## src/logic/core_if_pkg.sv

```systemverilog
// Core-side interface types
package core_if_pkg;

  // Operand and result width
  localparam int unsigned XLEN = 32;

  // Width of the scoreboard transaction ID
  localparam int unsigned TRANS_ID_BITS = 3;

  // Exception cause for an instruction the accelerator rejects
  localparam logic [4:0] CAUSE_ILLEGAL_INSTR = 5'd2;

  // Operator class of an accelerator instruction
  // Load and store only matter for the dispatch flags
  typedef enum logic [1:0] {
    ACC_OP_ARITH = 2'd0,
    ACC_OP_LOAD  = 2'd1,
    ACC_OP_STORE = 2'd2
  } fu_op_e;

  // Issued instruction as seen by a functional unit
  typedef struct packed {
    fu_op_e                   operator;
    logic [XLEN-1:0]          operand_a;
    logic [XLEN-1:0]          operand_b;
    // Decoder forwards the raw instruction word here
    logic [XLEN-1:0]          imm;
    logic [TRANS_ID_BITS-1:0] trans_id;
  } fu_data_t;

  // Exception record handed back with a result
  typedef struct packed {
    logic [4:0]      cause;
    logic [XLEN-1:0] tval;
    logic            valid;
  } exception_t;

endpackage

```

## src/logic/acc_if_pkg.sv

```systemverilog
// Accelerator request and response types
package acc_if_pkg;

  // Cycles from accepting handshake to response
  localparam int unsigned ACC_LATENCY = 2;

  // Function select from instruction bits 14 to 12
  // Codes 5 to 7 are not assigned and raise an error
  typedef enum logic [2:0] {
    ACC_ADD   = 3'd0,
    ACC_SUB   = 3'd1,
    ACC_XOR   = 3'd2,
    ACC_MULLO = 3'd3,
    ACC_MAX   = 3'd4
  } acc_func_e;

  // Request toward the accelerator
  typedef struct packed {
    logic [31:0]                           insn;
    logic [core_if_pkg::XLEN-1:0]          rs1;
    logic [core_if_pkg::XLEN-1:0]          rs2;
    logic [core_if_pkg::TRANS_ID_BITS-1:0] trans_id;
    // Live view of the load/store unit, not part of the instruction
    logic                                  store_pending;
  } acc_req_t;

  // Response from the accelerator
  typedef struct packed {
    logic [core_if_pkg::XLEN-1:0]          result;
    logic [core_if_pkg::TRANS_ID_BITS-1:0] trans_id;
    logic                                  error;
  } acc_resp_t;

endpackage

```

## src/logic/acc_issue_buffer.sv

```systemverilog
// Two-entry issue buffer
module acc_issue_buffer (
  input  logic                  clk_i,
  input  logic                  rst_i,
  input  logic                  flush_i,
  // Upstream from the issue stage
  input  core_if_pkg::fu_data_t data_i,
  input  logic                  valid_i,
  output logic                  ready_o,
  // Downstream toward the dispatcher
  output core_if_pkg::fu_data_t data_o,
  output logic                  valid_o,
  input  logic                  ready_i
);
  import core_if_pkg::*;

  // Head slot drives the output, spare slot catches overflow
  fu_data_t head_q;
  fu_data_t spare_q;
  logic     head_valid_q;
  logic     spare_valid_q;
  logic     push;
  logic     pop;

  // Ready only depends on the spare slot, so it comes from a flop
  assign ready_o = !spare_valid_q;
  assign valid_o = head_valid_q;
  assign data_o  = head_q;

  assign push = valid_i && ready_o;
  assign pop  = head_valid_q && ready_i;

  // Occupancy
  always_ff @(posedge clk_i) begin
    if (rst_i) begin
      head_valid_q  <= 1'b0;
      spare_valid_q <= 1'b0;
    end else if (flush_i) begin
      // Drop everything still waiting
      head_valid_q  <= 1'b0;
      spare_valid_q <= 1'b0;
    end else if (spare_valid_q) begin
      // Full, so no push this cycle
      // Head refills from the spare on a pop and stays valid
      if (pop) begin
        spare_valid_q <= 1'b0;
      end
    end else begin
      head_valid_q <= push || (head_valid_q && !pop);
      // Second entry only when the head cannot leave
      if (push && head_valid_q && !pop) begin
        spare_valid_q <= 1'b1;
      end
    end
  end

  // Payload
  always_ff @(posedge clk_i) begin
    if (spare_valid_q) begin
      if (pop) begin
        head_q <= spare_q;
      end
    end else if (push && (!head_valid_q || pop)) begin
      // Empty or draining head takes the new entry directly
      head_q <= data_i;
    end
    if (push && head_valid_q && !pop) begin
      spare_q <= data_i;
    end
  end

  // Issue stage must hold off while full, otherwise an instruction is lost
  issue_not_lost_a: assert property (
    @(posedge clk_i) disable iff (rst_i)
    valid_i |-> ready_o
  ) else $error("acc_issue_buffer: instruction issued while buffer full");

endmodule

```

## src/logic/acc_dispatcher.sv

```systemverilog
// Commit-gated accelerator dispatcher
module acc_dispatcher (
  input  logic                                  clk_i,
  input  logic                                  rst_i,
  input  logic                                  flush_i,
  // Head instruction from the issue buffer
  input  core_if_pkg::fu_data_t                 buf_data_i,
  input  logic                                  buf_valid_i,
  output logic                                  buf_ready_o,
  // Commit stage
  input  logic                                  commit_i,
  input  logic [core_if_pkg::TRANS_ID_BITS-1:0] commit_trans_id_i,
  // Load/store unit
  input  logic                                  no_st_pending_i,
  // Accelerator request
  output acc_if_pkg::acc_req_t                  req_o,
  output logic                                  req_valid_o,
  input  logic                                  req_ready_i,
  // Accelerator response, always accepted
  input  acc_if_pkg::acc_resp_t                 resp_i,
  input  logic                                  resp_valid_i,
  // Toward the issue stage and writeback
  output logic                                  ld_disp_o,
  output logic                                  st_disp_o,
  output logic                                  result_valid_o,
  output logic [core_if_pkg::TRANS_ID_BITS-1:0] trans_id_o,
  output logic [core_if_pkg::XLEN-1:0]          result_o,
  output core_if_pkg::exception_t               exception_o
);
  import core_if_pkg::*;

  logic match_q;
  logic match_now;
  logic match;
  logic req_hs;

  // Commit for the current head, only while the head is real
  // Stale data after a pop or flush must not match
  assign match_now = buf_valid_i && commit_i && (commit_trans_id_i == buf_data_i.trans_id);

  // Registered match or one arriving right now
  assign match = match_q || match_now;

  // Speculative head waits here until committed
  assign req_valid_o = buf_valid_i && match;
  assign req_hs      = req_valid_o && req_ready_i;
  assign buf_ready_o = req_ready_i && match;

  // Sticky match, cleared once the request is taken
  always_ff @(posedge clk_i) begin
    if (rst_i) begin
      match_q <= 1'b0;
    end else if (flush_i) begin
      match_q <= 1'b0;
    end else if (req_hs) begin
      match_q <= 1'b0;
    end else if (match_now) begin
      match_q <= 1'b1;
    end
  end

  // Unpack issued data into an accelerator request
  // Instruction word arrives through the immediate field
  assign req_o = '{
    insn:          buf_data_i.imm[31:0],
    rs1:           buf_data_i.operand_a,
    rs2:           buf_data_i.operand_b,
    trans_id:      buf_data_i.trans_id,
    store_pending: !no_st_pending_i
  };

  // Dispatch flags toward the issue stage, one pulse per request
  assign ld_disp_o = req_hs && (buf_data_i.operator == ACC_OP_LOAD);
  assign st_disp_o = req_hs && (buf_data_i.operator == ACC_OP_STORE);

  // Response unpacking
  assign result_valid_o = resp_valid_i;
  assign trans_id_o     = resp_i.trans_id;
  assign result_o       = resp_i.result;
  // Accelerator error maps to an illegal instruction
  assign exception_o = '{
    cause: CAUSE_ILLEGAL_INSTR,
    tval:  '0,
    valid: resp_i.error
  };

  // Waiting request keeps its instruction fields
  // store_pending follows the load/store unit and may change
  req_stable_a: assert property (
    @(posedge clk_i) disable iff (rst_i)
    (req_valid_o && !req_ready_i && !flush_i) |=>
      (req_valid_o && $stable({req_o.insn, req_o.rs1, req_o.rs2, req_o.trans_id}))
  ) else $error("acc_dispatcher: request changed while waiting for ready");

endmodule

```

## src/logic/acc_unit.sv

```systemverilog
// Pipelined accelerator unit
module acc_unit (
  input  logic                  clk_i,
  input  logic                  rst_i,
  // Request
  input  acc_if_pkg::acc_req_t  req_i,
  input  logic                  req_valid_i,
  output logic                  req_ready_o,
  // Response, fixed latency
  output acc_if_pkg::acc_resp_t resp_o,
  output logic                  resp_valid_o
);
  import core_if_pkg::*;
  import acc_if_pkg::*;

  logic                     req_hs;
  acc_func_e                dec_func;
  logic                     dec_illegal;

  // Stage one registers
  logic                     s1_valid_q;
  acc_func_e                s1_func_q;
  logic                     s1_illegal_q;
  logic [XLEN-1:0]          s1_rs1_q;
  logic [XLEN-1:0]          s1_rs2_q;
  logic [TRANS_ID_BITS-1:0] s1_trans_id_q;

  // Stage two
  logic [XLEN-1:0]          s2_result;
  logic                     s2_valid_q;
  acc_resp_t                s2_resp_q;

  // A pending store blocks new work
  assign req_ready_o = !req_i.store_pending;
  assign req_hs      = req_valid_i && req_ready_o;

  // Function decode from funct3
  always_comb begin
    dec_func    = ACC_ADD;
    dec_illegal = 1'b0;
    case (req_i.insn[14:12])
      ACC_ADD, ACC_SUB, ACC_XOR, ACC_MULLO, ACC_MAX: begin
        dec_func = acc_func_e'(req_i.insn[14:12]);
      end
      default: begin
        dec_illegal = 1'b1;
      end
    endcase
  end

  // Execute on stage one operands
  always_comb begin
    case (s1_func_q)
      ACC_ADD:   s2_result = s1_rs1_q + s1_rs2_q;
      ACC_SUB:   s2_result = s1_rs1_q - s1_rs2_q;
      ACC_XOR:   s2_result = s1_rs1_q ^ s1_rs2_q;
      // Low half of the product
      ACC_MULLO: s2_result = s1_rs1_q * s1_rs2_q;
      ACC_MAX: begin
        s2_result = ($signed(s1_rs1_q) > $signed(s1_rs2_q)) ? s1_rs1_q : s1_rs2_q;
      end
      default:   s2_result = '0;
    endcase
    // Illegal codes return zero
    if (s1_illegal_q) begin
      s2_result = '0;
    end
  end

  // Pipeline valids
  always_ff @(posedge clk_i) begin
    if (rst_i) begin
      s1_valid_q <= 1'b0;
      s2_valid_q <= 1'b0;
    end else begin
      s1_valid_q <= req_hs;
      s2_valid_q <= s1_valid_q;
    end
  end

  // Pipeline payload
  always_ff @(posedge clk_i) begin
    if (req_hs) begin
      s1_func_q     <= dec_func;
      s1_illegal_q  <= dec_illegal;
      s1_rs1_q      <= req_i.rs1;
      s1_rs2_q      <= req_i.rs2;
      s1_trans_id_q <= req_i.trans_id;
    end
    if (s1_valid_q) begin
      s2_resp_q <= '{result: s2_result, trans_id: s1_trans_id_q, error: s1_illegal_q};
    end
  end

  assign resp_o       = s2_resp_q;
  assign resp_valid_o = s2_valid_q;

  // Every response traces back to its own handshake ACC_LATENCY cycles earlier
  // Error flag set only for the unassigned funct3 codes 5 to 7
  resp_latency_a: assert property (
    @(posedge clk_i) disable iff (rst_i)
    resp_valid_o |-> ($past(req_hs, ACC_LATENCY) &&
                      (resp_o.trans_id == $past(req_i.trans_id, ACC_LATENCY)) &&
                      (resp_o.error == ($past(req_i.insn[14:12], ACC_LATENCY) > 3'd4)))
  ) else $error("acc_unit: response does not match the request taken earlier");

endmodule

```

## src/logic/acc_offload_top.sv

```systemverilog
// Accelerator offload top level
module acc_offload_top (
  input  logic                                  clk_i,
  input  logic                                  rst_i,
  input  logic                                  flush_i,
  // Issue stage
  input  core_if_pkg::fu_data_t                 acc_data_i,
  input  logic                                  acc_valid_i,
  output logic                                  acc_ready_o,
  // Commit stage
  input  logic                                  acc_commit_i,
  input  logic [core_if_pkg::TRANS_ID_BITS-1:0] acc_commit_trans_id_i,
  // Load/store side
  input  logic                                  acc_no_st_pending_i,
  output logic                                  acc_ld_disp_o,
  output logic                                  acc_st_disp_o,
  // Writeback
  output logic                                  acc_result_valid_o,
  output logic [core_if_pkg::TRANS_ID_BITS-1:0] acc_trans_id_o,
  output logic [core_if_pkg::XLEN-1:0]          acc_result_o,
  output core_if_pkg::exception_t               acc_exception_o
);
  import core_if_pkg::*;
  import acc_if_pkg::*;

  // Buffer to dispatcher
  fu_data_t  buf_data;
  logic      buf_valid;
  logic      buf_ready;

  // Dispatcher and accelerator
  acc_req_t  acc_req;
  logic      acc_req_valid;
  logic      acc_req_ready;
  acc_resp_t acc_resp;
  logic      acc_resp_valid;

  acc_issue_buffer issue_buffer_inst (
    .clk_i   (clk_i),
    .rst_i   (rst_i),
    .flush_i (flush_i),
    .data_i  (acc_data_i),
    .valid_i (acc_valid_i),
    .ready_o (acc_ready_o),
    .data_o  (buf_data),
    .valid_o (buf_valid),
    .ready_i (buf_ready)
  );

  acc_dispatcher dispatcher_inst (
    .clk_i             (clk_i),
    .rst_i             (rst_i),
    .flush_i           (flush_i),
    .buf_data_i        (buf_data),
    .buf_valid_i       (buf_valid),
    .buf_ready_o       (buf_ready),
    .commit_i          (acc_commit_i),
    .commit_trans_id_i (acc_commit_trans_id_i),
    .no_st_pending_i   (acc_no_st_pending_i),
    .req_o             (acc_req),
    .req_valid_o       (acc_req_valid),
    .req_ready_i       (acc_req_ready),
    .resp_i            (acc_resp),
    .resp_valid_i      (acc_resp_valid),
    .ld_disp_o         (acc_ld_disp_o),
    .st_disp_o         (acc_st_disp_o),
    .result_valid_o    (acc_result_valid_o),
    .trans_id_o        (acc_trans_id_o),
    .result_o          (acc_result_o),
    .exception_o       (acc_exception_o)
  );

  acc_unit unit_inst (
    .clk_i        (clk_i),
    .rst_i        (rst_i),
    .req_i        (acc_req),
    .req_valid_i  (acc_req_valid),
    .req_ready_o  (acc_req_ready),
    .resp_o       (acc_resp),
    .resp_valid_o (acc_resp_valid)
  );

endmodule

```

## config.mk

```make
export PLATFORM = sky130hd
export DESIGN_NAME = acc_offload_top
export DESIGN_NICKNAME = d
export VERILOG_FILES = /design/src/logic/core_if_pkg.sv /design/src/logic/acc_if_pkg.sv /design/src/logic/acc_issue_buffer.sv /design/src/logic/acc_dispatcher.sv /design/src/logic/acc_unit.sv /design/src/logic/acc_offload_top.sv
export SDC_FILE = /design/constraint.sdc
export NUM_CORES = 2
export LEC_CHECK = 0
export ABC_AREA = 1
export BUFFER_PORTS_ARGS = -buffer_cell sky130_fd_sc_hd__buf_4
export CORE_MARGIN = 4
export CORE_UTILIZATION = 60
export CTS_CLUSTER_DIAMETER = 150
export DETAILED_ROUTE_END_ITERATION = 10
export GPL_TIMING_DRIVEN = 0
export PLACE_DENSITY = 0.77
export SYNTH_ARGS = -nofsm -noshare
export SYNTH_HDL_FRONTEND = slang
export SYNTH_HIERARCHICAL = 1
export SYNTH_SLANG_ARGS = --single-unit
```

## constraint.sdc

```tcl
create_clock -name clk_i -period 19.26 [get_ports clk_i]
set_input_delay 1.926 -clock clk_i [delete_from_list [all_inputs] [get_ports clk_i]]
set_output_delay 1.926 -clock clk_i [all_outputs]
set_load 0.1 [all_outputs]
```

==> flow_summary.html <==
<table>
<tr><th>Metric</th><th>Value</th></tr>
<tr><th colspan="2">Clock network</th></tr>
<tr><td>Clock tree from TritonCTS</td><td>done</td></tr>
<tr><td>Max Root-Sink Buffers</td><td>3</td></tr>
<tr><td>Clk_lat worst skew</td><td>0.56 ns</td></tr>
<tr><td>Post-CTS Setup Inserts</td><td>0</td></tr>
<tr><td>Post-cts hold buffer count</td><td>0</td></tr>
<tr><td>H-tree lvl count</td><td>1</td></tr>
<tr><td>CTS clk-pin slew, worst paths</td><td>0.06 ns</td></tr>
<tr><td>Number of gates resized after CTS</td><td>0</td></tr>
<tr><td>CTS buffer count</td><td>26</td></tr>
<tr><td>Clk Tree Root Cell</td><td>sky130_fd_sc_hd__clkbuf_16</td></tr>
<tr><td>Number of clock sinks seen by CTS</td><td>256</td></tr>
<tr><th colspan="2">Power and ir drop</th></tr>
<tr><td>Part of the total power dissipated in sequential elements</td><td>46.3%</td></tr>
<tr><td>Total power divided by cell area</td><td>39.4 nW/µm²</td></tr>
<tr><td>IR drop worst, VDD</td><td>0.0801 mV</td></tr>
<tr><td>Lkg Pwr</td><td>18.6 nW</td></tr>
<tr><td>Combinational fraction of design power</td><td>16.9%</td></tr>
<tr><td>Power consumption</td><td>1.37 mW</td></tr>
<tr><td>Clock group share of total power</td><td>36.8%</td></tr>
<tr><td>Pint</td><td>1.01 mW</td></tr>
<tr><td>Net load switching power</td><td>358 µW</td></tr>
<tr><td>Net switching share of the total power</td><td>26.1%</td></tr>
<tr><th colspan="2">Setup path</th></tr>
<tr><td>Category of the critical setup timing path</td><td>flop to flop</td></tr>
<tr><td>Setup slack of the worst register-to-register path</td><td>9.90 ns</td></tr>
<tr><td>Maximum fanout encountered on the critical timing path</td><td>10</td></tr>
<tr><td>Setup crit end kind</td><td>flop</td></tr>
<tr><td>Launch point of the worst reg-to-reg path</td><td>unit_inst/s1_rs1_q[4]$_DFFE_PP_</td></tr>
<tr><td>Critical path data required time</td><td>19.49 ns</td></tr>
<tr><td>Number of cells on the worst reg-to-reg path</td><td>27</td></tr>
<tr><td>RR Endpoint</td><td>unit_inst/resp_o[28]$_SDFFCE_PP0P_</td></tr>
<tr><td>Type of origin of the critical path</td><td>flop</td></tr>
<tr><td>Data arrival time at the worst-slack endpoint</td><td>9.59 ns</td></tr>
<tr><th colspan="2">STA</th></tr>
<tr><td>Final setup viols</td><td>0</td></tr>
<tr><td>Slew at the pin with the worst max-slew slack</td><td>1.43 ns</td></tr>
<tr><td>Final setup slack of the worst path</td><td>9.90 ns</td></tr>
<tr><td>Fmax</td><td>0.107 GHz</td></tr>
<tr><td>Setup Total Neg Slack</td><td>0 ns</td></tr>
<tr><td>Setup repair after global routing missed its margin</td><td>no</td></tr>
<tr><td>Setup clock skew after layout</td><td>0.0501 ns</td></tr>
<tr><td>Period minus WS final</td><td>9.36 ns</td></tr>
<tr><td>Headroom to the max-slew limit</td><td>4.99%</td></tr>
<tr><td>Final worst path period share</td><td>48.6%</td></tr>
<tr><td>Max-slew violations</td><td>0</td></tr>
<tr><td>Final hold slack</td><td>0.426 ns</td></tr>
<tr><td>Final Hold Violating Endpoints</td><td>0</td></tr>
<tr><th colspan="2">Hold path</th></tr>
<tr><td>Type of the most critical hold path</td><td>flop to flop</td></tr>
<tr><td>Worst hold path stage count</td><td>0</td></tr>
<tr><td>Min-Delay Endpoint</td><td>unit_inst/resp_o[3]$_DFFE_PP_</td></tr>
<tr><td>Critical hold path startpoint</td><td>unit_inst/s1_trans_id_q[2]$_DFFE_PP_</td></tr>
<tr><th colspan="2">Drt</th></tr>
<tr><td>DR iter-0 viols</td><td>2804</td></tr>
<tr><td>Initial DRT Pass Iterations</td><td>6</td></tr>
<tr><td>DR WL/cell</td><td>22.0 µm</td></tr>
<tr><td>Count of antenna-violating nets left after detailed routing</td><td>0</td></tr>
<tr><td>DRC violations left</td><td>0</td></tr>
<tr><td>Total wirelength of the detailed-routed design</td><td>106000 µm</td></tr>
<tr><td>Vias per inst</td><td>5.50</td></tr>
<tr><td>Routed vias</td><td>26600</td></tr>
<tr><th colspan="2">Job</th></tr>
<tr><td>Max Cap Viol</td><td>0</td></tr>
<tr><th colspan="2">Synthesis</th></tr>
<tr><td>Mean instance size in the synthesized netlist</td><td>8.10 µm²</td></tr>
<tr><td>Mapped cell area</td><td>31800 µm²</td></tr>
<tr><td>Post-Syn Instances</td><td>3931</td></tr>
<tr><td>Count of synthesis-stage warnings from yosys</td><td>6</td></tr>
<tr><th colspan="2">Status</th></tr>
<tr><td>Outcome</td><td>complete, no violations</td></tr>
<tr><th colspan="2">Floorplan</th></tr>
<tr><td>Placement row count</td><td>84</td></tr>
<tr><td>Area enclosed by the die boundary</td><td>56800 µm²</td></tr>
<tr><td>Starting density of the core</td><td>60.6%</td></tr>
<tr><td>Core Box Area</td><td>52600 µm²</td></tr>
<tr><td>Die height</td><td>238 µm</td></tr>
<tr><td>Top-level port count</td><td>187</td></tr>
<tr><td>Chip width</td><td>238 µm</td></tr>
<tr><th colspan="2">GRT</th></tr>
<tr><td>Via count of the first global-routing pass</td><td>26100</td></tr>
<tr><td>Overall track demand over capacity in global routing</td><td>37.1%</td></tr>
<tr><td>Maximum number of pins on one net before global-route repair</td><td>73</td></tr>
<tr><td>Met2 GRT Util</td><td>58.5%</td></tr>
<tr><td>Wire length of the first global-routing pass</td><td>157000 µm</td></tr>
<tr><td>Antenna violations before repair</td><td>0</td></tr>
<tr><td>GR Layer Usage met3</td><td>7.74%</td></tr>
<tr><td>Met1 GRT Util</td><td>48.8%</td></tr>
<tr><td>Most Used Layer, Global Route</td><td>met2</td></tr>
<tr><td>Overflow left after global routing</td><td>0</td></tr>
<tr><th colspan="2">Finish</th></tr>
<tr><td>Highest-count cells in the layout ignoring fill and taps</td><td>1048 x sky130_fd_sc_hd__nand2_1, 912 x sky130_fd_sc_hd__inv_1, 410 x sky130_fd_sc_hd__fa_1</td></tr>
<tr><td>Share of final-layout standard cells stronger than drive strength 1</td><td>10.3%</td></tr>
<tr><td>Signed area change from the synthesized netlist to the final layout</td><td>9.01%</td></tr>
<tr><td>Area occupied by registers</td><td>7640 µm²</td></tr>
<tr><td>Area used by multi-input combinational logic</td><td>19000 µm²</td></tr>
<tr><td>Commonest non-fill, non-tap cell in the layout</td><td>sky130_fd_sc_hd__nand2_1</td></tr>
<tr><td>Nets</td><td>4824</td></tr>
<tr><td>FILL cells</td><td>4523</td></tr>
<tr><td>Fin util</td><td>66.0%</td></tr>
<tr><th colspan="2">Placed design</th></tr>
<tr><td>Worst-case setup slack after placement</td><td>10.21 ns</td></tr>
<tr><td>Detailed placement HPWL</td><td>86200 µm</td></tr>
<tr><td>Final weighted congestion in routability-driven placement</td><td>1.07</td></tr>
<tr><td>Count of buffers inserted at the top-level ports</td><td>120</td></tr>
</table>
[power groups by stage]
stage / registers [mW] / clock network [mW] / logic (mW)
6_report: 0.633 / 0.504 / 0.231
4_1_cts: 0.633 / 0.513 / 0.227
2_1_floorplan: 0.645 / 0 / 0.152
3_5_place_dp: 0.645 / 0 / 0.225
3_3_place_gp: 0.647 / 0 / 0.222
5_1_grt: 0.634 / 0.539 / 0.246
[stage by stage]
stage / cell area [µm²] / cells
detailed placement: 33800 / 4778
floorplan: 32000 / 3966
CTS: 34700 / 4825
global placement: 33700 / 4774
global route: 34700 / 4825
finish: 34700 / 4826
[routing by layer]
metal / vias to the layer above / share of wire (%)
met5: - / 0
met2: 1489 / 45
li1: 12100 / -
met1: 12700 / 37
met4: 0 / 6.8
met3: 335 / 11
[worst max-delay path, cell delays in order, from the launching register on]
cell	delay, ns
sky130_fd_sc_hd__edfxtp_1	0.64
sky130_fd_sc_hd__clkbuf_1	0.99
sky130_fd_sc_hd__clkbuf_1	0.80
sky130_fd_sc_hd__nand2_1	0.12
sky130_fd_sc_hd__inv_1	0.10
sky130_fd_sc_hd__fa_1	0.41
sky130_fd_sc_hd__inv_1	0.08
sky130_fd_sc_hd__fa_1	0.15
sky130_fd_sc_hd__inv_1	0.04
sky130_fd_sc_hd__fa_1	0.48
sky130_fd_sc_hd__inv_1	0.05
sky130_fd_sc_hd__fa_1	0.48
sky130_fd_sc_hd__inv_1	0.05
sky130_fd_sc_hd__fa_1	0.50
sky130_fd_sc_hd__inv_1	0.06
sky130_fd_sc_hd__fa_1	0.53
sky130_fd_sc_hd__inv_1	0.05
sky130_fd_sc_hd__fa_1	0.45
sky130_fd_sc_hd__fa_1	0.45
sky130_fd_sc_hd__ha_1	0.39
sky130_fd_sc_hd__a21oi_1	0.22
sky130_fd_sc_hd__o21ai_0	0.14
sky130_fd_sc_hd__a211oi_1	0.32
sky130_fd_sc_hd__o221ai_1	0.27
sky130_fd_sc_hd__o21ai_0	0.73
sky130_fd_sc_hd__nand3_1	0.26
sky130_fd_sc_hd__nor2_1	0.16
sky130_fd_sc_hd__a21oi_1	0.09
[registers in the layout, indices dropped and copies added, names as in the netlist, 3 cells and up]
| signal | count |
|---|---|
| unit_inst/s1_rs1_q | 32 |
| unit_inst/resp_o | 36 |
| unit_inst/s1_trans_id_q | 3 |
| issue_buffer_inst/spare_q | 72 |
| issue_buffer_inst/data_o | 72 |
| unit_inst/s1_rs2_q | 32 |
| unit_inst/s1_func_q | 3 |
[area by class of cell]
cell class	count	area share, %
buffer	315	5.47
antenna	1	0.00721
multi-input combinational	2473	54.7
clock buffer	31	1.99
tap	688	2.48
clock inverter	16	0.519
timing repair buffer	124	2.83
sequential	256	22.0
inverter	922	9.98
[how the worst max path moves through the flow]
| stage | start | cells after the start | end |
|---|---|---|---|
| 4_1_cts | unit_inst/s1_rs1_q[4]$_DFFE_PP_ | 27 | unit_inst/resp_o[28]$_SDFFCE_PP0P_ |
| 5_1_grt | unit_inst/s1_rs1_q[4]$_DFFE_PP_ | 27 | unit_inst/resp_o[28]$_SDFFCE_PP0P_ |
| 3_5_place_dp | unit_inst/s1_rs1_q[4]$_DFFE_PP_ | 27 | unit_inst/resp_o[28]$_SDFFCE_PP0P_ |
| 6_report | unit_inst/s1_rs1_q[4]$_DFFE_PP_ | 27 | unit_inst/resp_o[28]$_SDFFCE_PP0P_ |
| 2_1_floorplan | unit_inst/s1_rs2_q[2]$_DFFE_PP_ | 26 | unit_inst/resp_o[32]$_SDFFCE_PP0P_ |
| 3_3_place_gp | unit_inst/s1_rs1_q[4]$_DFFE_PP_ | 27 | unit_inst/resp_o[28]$_SDFFCE_PP0P_ |
Power figures use the tool's default switching activity.
